==> config.mk <==
export PLATFORM = sky130hd
export DESIGN_NAME = cm_matcher_top
export DESIGN_NICKNAME = d
export VERILOG_FILES = /design/src/cm_pkg.sv /design/src/cm_stage_reg.sv /design/src/cm_stream_classifier.sv /design/src/cm_state_store.sv /design/src/cm_signature_dfa.sv /design/src/cm_match_accumulator.sv /design/src/cm_matcher_top.sv
export VERILOG_INCLUDE_DIRS = /design/src
export SDC_FILE = /design/constraint.sdc
export NUM_CORES = 1
export LEC_CHECK = 0
export BUFFER_PORTS_ARGS = -buffer_cell sky130_fd_sc_hd__buf_4
export CAP_MARGIN = 10
export CORE_MARGIN = 8
export CORE_UTILIZATION = 48
export CTS_CLUSTER_DIAMETER = 200
export DETAILED_ROUTE_END_ITERATION = 6
export GPL_ROUTABILITY_DRIVEN = 1
export PLACE_DENSITY = 0.6
export SYNTH_ARGS = -nofsm -noshare
export SYNTH_HDL_FRONTEND = slang
export SYNTH_SLANG_ARGS = --single-unit
==> constraint.sdc <==
create_clock -name clk -period 4.92 [get_ports clk]
set_input_delay 0.492 -clock clk [delete_from_list [all_inputs] [get_ports clk]]
set_output_delay 0.492 -clock clk [all_outputs]
set_load 0.05 [all_outputs]
==> src/cm_cfg.svh <==
`ifndef CM_CFG_SVH
`define CM_CFG_SVH

// Stream table size
// Stream id width must cover every entry
`define CM_NUM_STREAMS 64
`define CM_STREAM_W 6

// DFA state width
// Holds the current match length
`define CM_STATE_W 11

// Category count width
`define CM_COUNT_W 16

// Signature under search
// Must have no self-overlap, since the DFA only falls back to the first character
`define CM_SIG "BitTorrent"
`define CM_SIG_LEN 10

`endif

==> src/cm_pkg.sv <==
`include "cm_cfg.svh"

package cm_pkg;

  // One input byte slot
  // sop and eop come on their own cycles, vld marks a data byte
  typedef struct packed {
    logic                     sop;
    logic                     vld;
    logic                     eop;
    // Sampled together with eop
    logic                     enable;
    logic [`CM_STREAM_W-1:0]  stream_id;
    logic [7:0]               data;
  } beat_t;

  // Beat tagged by the stream classifier
  typedef struct packed {
    beat_t beat;
    // Set only on a sop for a stream not seen since reset
    logic  is_new;
  } class_beat_t;

  // Beat with the restored DFA state
  typedef struct packed {
    beat_t                   beat;
    // Replace the DFA state with state_load
    logic                    load;
    logic [`CM_STATE_W-1:0]  state_load;
  } dfa_beat_t;

  // DFA output for one beat
  typedef struct packed {
    logic                     sop;
    logic                     eop;
    logic                     enable;
    logic [`CM_STREAM_W-1:0]  stream_id;
    // State after this beat, saved at eop
    logic [`CM_STATE_W-1:0]   state;
    logic                     accept;
  } dfa_result_t;

endpackage

==> src/cm_stage_reg.sv <==
`timescale 1ns/1ps

// Single pipeline stage for any packed payload
// Used for the input beat and for the DFA result
module cm_stage_reg #(
  parameter type T = logic
) (
  input  logic clk,
  input  logic rst_n,
  input  T     in,
  output T     out
);

  // Whole payload cleared on reset
  // Keeps a stray sop or eop out of the pipe while coming out of reset
  always_ff @(posedge clk)
  begin
    if (!rst_n)
    begin
      out <= '0;
    end
    else
    begin
      // Advances every clock, no stall
      out <= in;
    end
  end

endmodule

==> src/cm_stream_classifier.sv <==
`timescale 1ns/1ps
`include "cm_cfg.svh"

// Marks the first packet of each stream since reset
module cm_stream_classifier (
  input  logic                clk,
  input  logic                rst_n,
  input  cm_pkg::beat_t       in,
  output cm_pkg::class_beat_t out
);

  // One bit per stream id, set at its first sop
  logic [`CM_NUM_STREAMS-1:0] seen;

  // Stream has never started a packet
  logic                       first_sop;

  // Only a sop beat can be new
  assign first_sop = in.sop && !seen[in.stream_id];

  // Seen bitmap
  always_ff @(posedge clk)
  begin
    if (!rst_n)
    begin
      seen <= '0;
    end
    else if (in.sop)
    begin
      // Stream is known from here on
      seen[in.stream_id] <= 1'b1;
    end
  end

  // Output stage
  always_ff @(posedge clk)
  begin
    if (!rst_n)
    begin
      out <= '0;
    end
    else
    begin
      out.beat   <= in;
      // Zero on bytes, eop and idle beats
      out.is_new <= first_sop;
    end
  end

endmodule

==> src/cm_state_store.sv <==
`timescale 1ns/1ps
`include "cm_cfg.svh"

// Per-stream DFA state memory
// Restore on sop, save on an enabled eop
module cm_state_store (
  input  logic                clk,
  input  logic                rst_n,
  input  cm_pkg::class_beat_t in,
  input  cm_pkg::dfa_result_t save,
  output cm_pkg::dfa_beat_t   out
);

  // Saved match length per stream
  logic [`CM_STATE_W-1:0]     state_mem [`CM_NUM_STREAMS];

  // Entry holds a written state
  // An entry never saved reads back as the idle state
  logic [`CM_NUM_STREAMS-1:0] saved;

  // Save strobe from the registered DFA result
  logic                       do_save;

  // Disabled packets keep the previous entry
  assign do_save = save.eop && save.enable;

  // Memory write, no reset on the array
  always_ff @(posedge clk)
  begin
    if (do_save)
    begin
      state_mem[save.stream_id] <= save.state;
    end
  end

  // Written-entry bitmap
  always_ff @(posedge clk)
  begin
    if (!rst_n)
    begin
      saved <= '0;
    end
    else if (do_save)
    begin
      saved[save.stream_id] <= 1'b1;
    end
  end

  // Restore on sop
  always_ff @(posedge clk)
  begin
    if (!rst_n)
    begin
      out <= '0;
    end
    else
    begin
      out.beat <= in.beat;
      out.load <= in.beat.sop;
      // New stream or unsaved entry starts from idle
      if (in.beat.sop && !in.is_new && saved[in.beat.stream_id])
      begin
        out.state_load <= state_mem[in.beat.stream_id];
      end
      else
      begin
        out.state_load <= '0;
      end
    end
  end

endmodule

==> src/cm_signature_dfa.sv <==
`timescale 1ns/1ps
`include "cm_cfg.svh"

// Byte-wide DFA for one fixed signature
// State is the number of signature characters matched so far
module cm_signature_dfa (
  input  logic                clk,
  input  logic                rst_n,
  input  cm_pkg::dfa_beat_t   in,
  output cm_pkg::dfa_result_t out
);

  // Signature characters, first character in the top byte
  localparam logic [8*`CM_SIG_LEN-1:0] sig_bits = `CM_SIG;
  localparam logic [`CM_STATE_W-1:0]   sig_len  = `CM_SIG_LEN;

  // Current match length
  logic [`CM_STATE_W-1:0] cur_state;
  // State this beat starts from, after a possible load
  logic [`CM_STATE_W-1:0] base_state;
  logic [`CM_STATE_W-1:0] next_state;
  // Full signature seen on this beat
  logic                   hit;

  // Signature character at a given match length
  function automatic logic [7:0] sig_char(input logic [`CM_STATE_W-1:0] idx);
    int pos;
    pos = `CM_SIG_LEN - 1 - int'(idx);
    return sig_bits[8*pos +: 8];
  endfunction

  // Next-state logic
  always_comb
  begin
    // Load wins over the held state
    base_state = in.load ? in.state_load : cur_state;
    next_state = base_state;
    hit        = 1'b0;
    if (in.beat.vld)
    begin
      if (base_state < sig_len && in.beat.data == sig_char(base_state))
      begin
        if (base_state == sig_len - 1'b1)
        begin
          // Last character, accept and go idle
          next_state = '0;
          hit        = 1'b1;
        end
        else
        begin
          next_state = base_state + 1'b1;
        end
      end
      else if (in.beat.data == sig_char('0))
      begin
        // Mismatch but a fresh start of the signature
        next_state = `CM_STATE_W'(1);
      end
      else
      begin
        next_state = '0;
      end
    end
  end

  // State and result registers
  always_ff @(posedge clk)
  begin
    if (!rst_n)
    begin
      cur_state <= '0;
      out       <= '0;
    end
    else
    begin
      cur_state     <= next_state;
      out.sop       <= in.beat.sop;
      out.eop       <= in.beat.eop;
      out.enable    <= in.beat.enable;
      out.stream_id <= in.beat.stream_id;
      // On eop this is the state to save
      out.state     <= next_state;
      out.accept    <= hit;
    end
  end

endmodule

==> src/cm_match_accumulator.sv <==
`timescale 1ns/1ps
`include "cm_cfg.svh"

// Sticky per-packet match flag and category count
module cm_match_accumulator (
  input  logic                   clk,
  input  logic                   rst_n,
  input  cm_pkg::dfa_result_t    in,
  output logic                   fired,
  output logic [`CM_COUNT_W-1:0] count
);

  // Packet matched, an accept on the eop beat included
  logic                   pkt_hit;
  logic [`CM_COUNT_W-1:0] count_inc;

  assign pkt_hit   = fired || in.accept;
  assign count_inc = {{(`CM_COUNT_W-1){1'b0}}, pkt_hit};

  always_ff @(posedge clk)
  begin
    if (!rst_n)
    begin
      fired <= 1'b0;
      count <= '0;
    end
    else
    begin
      // New packet starts unmatched
      if (in.sop)
      begin
        fired <= 1'b0;
      end
      // Any accept in the packet sticks
      if (in.accept)
      begin
        fired <= 1'b1;
      end
      if (in.eop)
      begin
        if (in.enable)
        begin
          count <= count + count_inc;
        end
        else
        begin
          // Disabled packet drops its match
          fired <= 1'b0;
        end
      end
    end
  end

endmodule

==> src/cm_matcher_top.sv <==
`timescale 1ns/1ps
`include "cm_cfg.svh"

// Per-stream signature matcher
// Six stages, no back-pressure
module cm_matcher_top (
  input  logic                    clk,
  input  logic                    rst_n,
  input  logic                    sop,
  input  logic                    vld,
  input  logic                    eop,
  input  logic                    enable,
  input  logic [`CM_STREAM_W-1:0] stream_id,
  input  logic [7:0]              data,
  output logic                    fired,
  output logic [`CM_COUNT_W-1:0]  count
);

  cm_pkg::beat_t       in_beat;
  cm_pkg::beat_t       reg_beat;
  cm_pkg::class_beat_t class_beat;
  cm_pkg::dfa_beat_t   dfa_beat;
  cm_pkg::dfa_result_t dfa_res;
  // Registered result, also the save port of the store
  cm_pkg::dfa_result_t res_reg;

  // Pack the pins into one beat
  assign in_beat = '{sop: sop, vld: vld, eop: eop, enable: enable,
                     stream_id: stream_id, data: data};

  cm_stage_reg #(.T(cm_pkg::beat_t)) i_in_reg (
    .clk   (clk),
    .rst_n (rst_n),
    .in    (in_beat),
    .out   (reg_beat)
  );

  cm_stream_classifier i_classifier (
    .clk   (clk),
    .rst_n (rst_n),
    .in    (reg_beat),
    .out   (class_beat)
  );

  cm_state_store i_state_store (
    .clk   (clk),
    .rst_n (rst_n),
    .in    (class_beat),
    .save  (res_reg),
    .out   (dfa_beat)
  );

  cm_signature_dfa i_dfa (
    .clk   (clk),
    .rst_n (rst_n),
    .in    (dfa_beat),
    .out   (dfa_res)
  );

  cm_stage_reg #(.T(cm_pkg::dfa_result_t)) i_result_reg (
    .clk   (clk),
    .rst_n (rst_n),
    .in    (dfa_res),
    .out   (res_reg)
  );

  cm_match_accumulator i_accumulator (
    .clk   (clk),
    .rst_n (rst_n),
    .in    (res_reg),
    .fired (fired),
    .count (count)
  );

endmodule

==> results.py <==
metrics = {
    "critical_path": {
        "cp_max_fo": 18,
        "critPathArrivalTime_ns": 4.29,
        "crit_path_cell_trace": "mux2i_2 > ha_1 > and3b_1 > o32a_1 > o32a_1 > o32ai_1 > nand3_2 > nor4bb_4 > o21ai_0",
        "rr_endpoint": "i_dfa.out[1]$_SDFF_PN0_",
        "rr_startpoint": "i_state_store.out[1]$_SDFF_PN0_",
        "end_kind": "flip-flop",
        "start_kind": "flip-flop",
        "r2r_cells": 9,
        "crit_required_ns": 5.41,
        "cpMostUsedCell": "o32a_1",
        "rrSetupSlack_ns": 1.12,
        "worst-setup-path-type": "flip-flop to flip-flop",
        "max_stage_delay_ns": 0.73,
        "critPathSlowestCell": "dfxtp_1",
        "worstSetupStartpoint": "i_state_store.out[1]$_SDFF_PN0_",
    },
    "yosys": {
        "ys_seq_area_share_pct": 71.3,
        "syn_nets": 2064,
        "synth_top_family_by_area": "multiplexers",
        "synth_area_per_cell_um2": 18.0,
        "yosys_warnings": 0,
        "synth_mux_area_share_pct": 16.4,
        "synthXorXnorAreaFrac_pct": 0.401,
        "yosys_register_bits": 957,
        "synthFlopType": "edfxtp_1",
        "synth_edf_count": 704,
        "synth_fa_ha_area_share_pct": 0.204,
        "syn-instance-count": 2038,
        "async_flop_share_pct": 0,
        "ys_types": 65,
        "synth_simple_gate_area_share_pct": 6.28,
        "synth_area_um2": 36800,
        "synth-compound-area-share_pct": 3.99,
    },
    "grt": {
        "grtUsageTotal_pct": 19.5,
        "grt_pass1_wl_um": 126000,
        "antenna_found_initial": 0,
        "grt.overflow.total": 0,
        "grt_pass1_vias": 18900,
        "grt_max_degree": 154,
    },
    "sta": {
        "finalHoldViolations": 0,
        "tightest_slew_ns": 1.23,
        "fin_ws_ns": 1.12,
        "skew_ns": 0.0310,
        "fin_crit_sh_pct": 77.2,
        "fin_crit_ns": 3.80,
        "rsz0062_at_grt": "no",
        "timing.slew.headroom_pct": 17.4,
        "drv_slew": 0,
        "clock.fmax_ghz": 0.263,
        "fin_setup_tns_ns": 0,
        "setup_violations": 0,
    },
    "placement": {
        "post-place-ws_ns": 1.24,
        "gp_congestion": 0.819,
        "dp_hpwl_um": 50900,
        "dp.cells": 3042,
        "numPortBuffers": 36,
    },
    "route": {
        "ant_nets": 0,
        "drtIter0Drc": 1623,
        "avgRoutedWirePerCell_um": 25.7,
        "post_drt_via_cell_ratio": 5.77,
        "finalWirelength_um": 83300,
        "first_pass_iters": 5,
        "drc": 0,
        "vias": 18700,
    },
    "worst_hold_path": {
        "hold_depth": 2,
        "hold_end": "i_in_reg.out[7]$_SDFF_PN0_",
        "worstHoldPathType": "input pin to flip-flop",
        "hp-start": "data[7]",
    },
    "die": {
        "core-area_um2": 75900,
        "ios": 37,
        "die_y_um": 293,
        "fp.dieArea_um2": 85700,
        "rows": 101,
        "fp.dieW_um": 293,
        "start_util_pct": 48.4,
    },
    "final_layout": {
        "nFillCells": 5876,
        "layoutNonFillerInstCount": 3241,
        "multi_input_area_um2": 10000,
        "syn2layout_area_growth_pct": 14.2,
        "drive_gt1_share_pct": 25.1,
        "mostFrequentLayoutCells": "704 x edfxtp_1, 254 x mux4_2, 238 x dfxtp_1",
        "diodes": 0,
        "layout.nets": 2155,
        "ff_latch_area_um2": 26200,
        "final_common_cell": "edfxtp_1",
    },
    "power_and_ir_drop": {
        "leakagePower_nw": 13.3,
        "power.density_nw_per_um2": 399,
        "ir_worst_vdd_uv": 255,
    },
    "clock_tree": {
        "cts_buffers": 97,
        "clockBufferDepth": 3,
        "clk_latency_ns": 0.64,
        "post_cts_resized": 0,
        "h-tree-depth": 3,
        "clock_sinks": 957,
        "clk_pin_slew_ns": 0.06,
        "cts.hold.buffers_added": 0,
        "post_cts_buffers": 0,
        "cts_tree": "built",
        "ctsRootBufferMaster": "clkbuf_16",
    },
    "job": {
        "maxCapViolCount": 0,
    },
    "run_status": {
        "outcome": "complete, no violations",
    },
}
[routing by layer]
metal | part of all wire (%) | global-route usage (%) | vias up
met4 | 2.2 | 4.76 | 0
li1 | - | - | 8224
met2 | 47 | 30.6 | 475
met3 | 5.0 | 3.39 | 119
met1 | 46 | 28.4 | 9897
met5 | 0 | 0 | -
[cell usage after synthesis, drive strengths merged, types with 9 or more instances]
cell type | instances | share of area, %
nor2b | 51 | 0.87
nand3b | 10 | 0.20
o21ai | 23 | 0.31
and2 | 102 | 1.7
a21oi | 48 | 0.65
o21a | 95 | 1.9
nor3 | 9 | 0.12
nand2 | 40 | 0.41
nand3 | 25 | 0.35
dfxtp | 253 | 14
and3 | 11 | 0.19
inv | 13 | 0.13
nor2 | 133 | 1.4
mux2i | 23 | 0.66
mux4 | 254 | 16
edfxtp | 704 | 57
buf | 45 | 0.63
clkbuf | 73 | 0.75
xnor2 | 13 | 0.33
[layout make-up]
cell class	count	area share, %
clock buffers	136	6.62
clock inverters	45	1.47
inverters	13	0.116
multi-input cells	950	23.9
flip-flops and latches	957	62.5
well taps	1030	3.07
repair buffers	110	2.39
[critical path, delay by kind of cell (launching register included)]
| kind | cells | cell delay, ns |
|---|---|---|
| adder cells (fa/ha/maj) | 1 | 0.68 |
| AO/OA/AOI/OAI | 4 | 1.04 |
| AND/OR/NAND/NOR | 3 | 0.89 |
| flip-flops | 1 | 0.73 |
| multiplexers | 1 | 0.29 |
[logic make-up (layout without fill, tap and decap cells)]
| kind of cell | Yosys count | in the layout |
|---|---|---|
| compound gates | 215 | 215 |
| xor+xnor | 16 | 16 |
| fa+ha+maj | 6 | 6 |
| buf+inv | 131 | 304 |
| flops | 957 | 957 |
| mux | 282 | 282 |
| simple gates | 431 | 431 |
[sequential cells by signal (all words and copies together) (netlist names)]
register	cells
i_accumulator.count	16
i_accumulator.fired	1
i_classifier.out	19
i_classifier.seen	64
i_dfa.out	21
i_in_reg.out	18
i_result_reg.out	21
i_state_store.out	29
i_state_store.saved	64
i_state_store.state_mem	704
[per-stage QoR]
stage	hold WS (ns)	power [mW]	utilization [%]	instance area [µm²]
6_report	0.0689	16.7	55.3	42000
5_1_grt	0.0381	17.2	55.3	42000
4_1_cts	0.0265	16.9	55.0	41700
3_5_place_dp	0.418	9.19	50.5	38300
3_3_place_gp	0.416	9.18	50.4	38300
2_1_floorplan	0.412	9.05	-	36800
[power breakdown]
part	internal, mW	total, mW	switching [mW]
clock network	4.72	7.74	3.01
logic	0.194	0.400	0.206
registers	8.56	8.61	0.0431
total	13.5	16.7	3.26
[worst max-delay path by stage]
stage	cells after the start	slack (ns)	to
finish	9	1.12	i_dfa.out[1]$_SDFF_PN0_
global placement	9	1.45	i_dfa.out[1]$_SDFF_PN0_
global route	9	1.00	i_dfa.out[1]$_SDFF_PN0_
CTS	9	1.21	i_dfa.out[1]$_SDFF_PN0_
detailed placement	9	1.24	i_dfa.out[1]$_SDFF_PN0_
floorplan	14	1.39	i_dfa.out[2]$_SDFF_PN0_
Note: power is estimated with default switching activity, not from simulation.
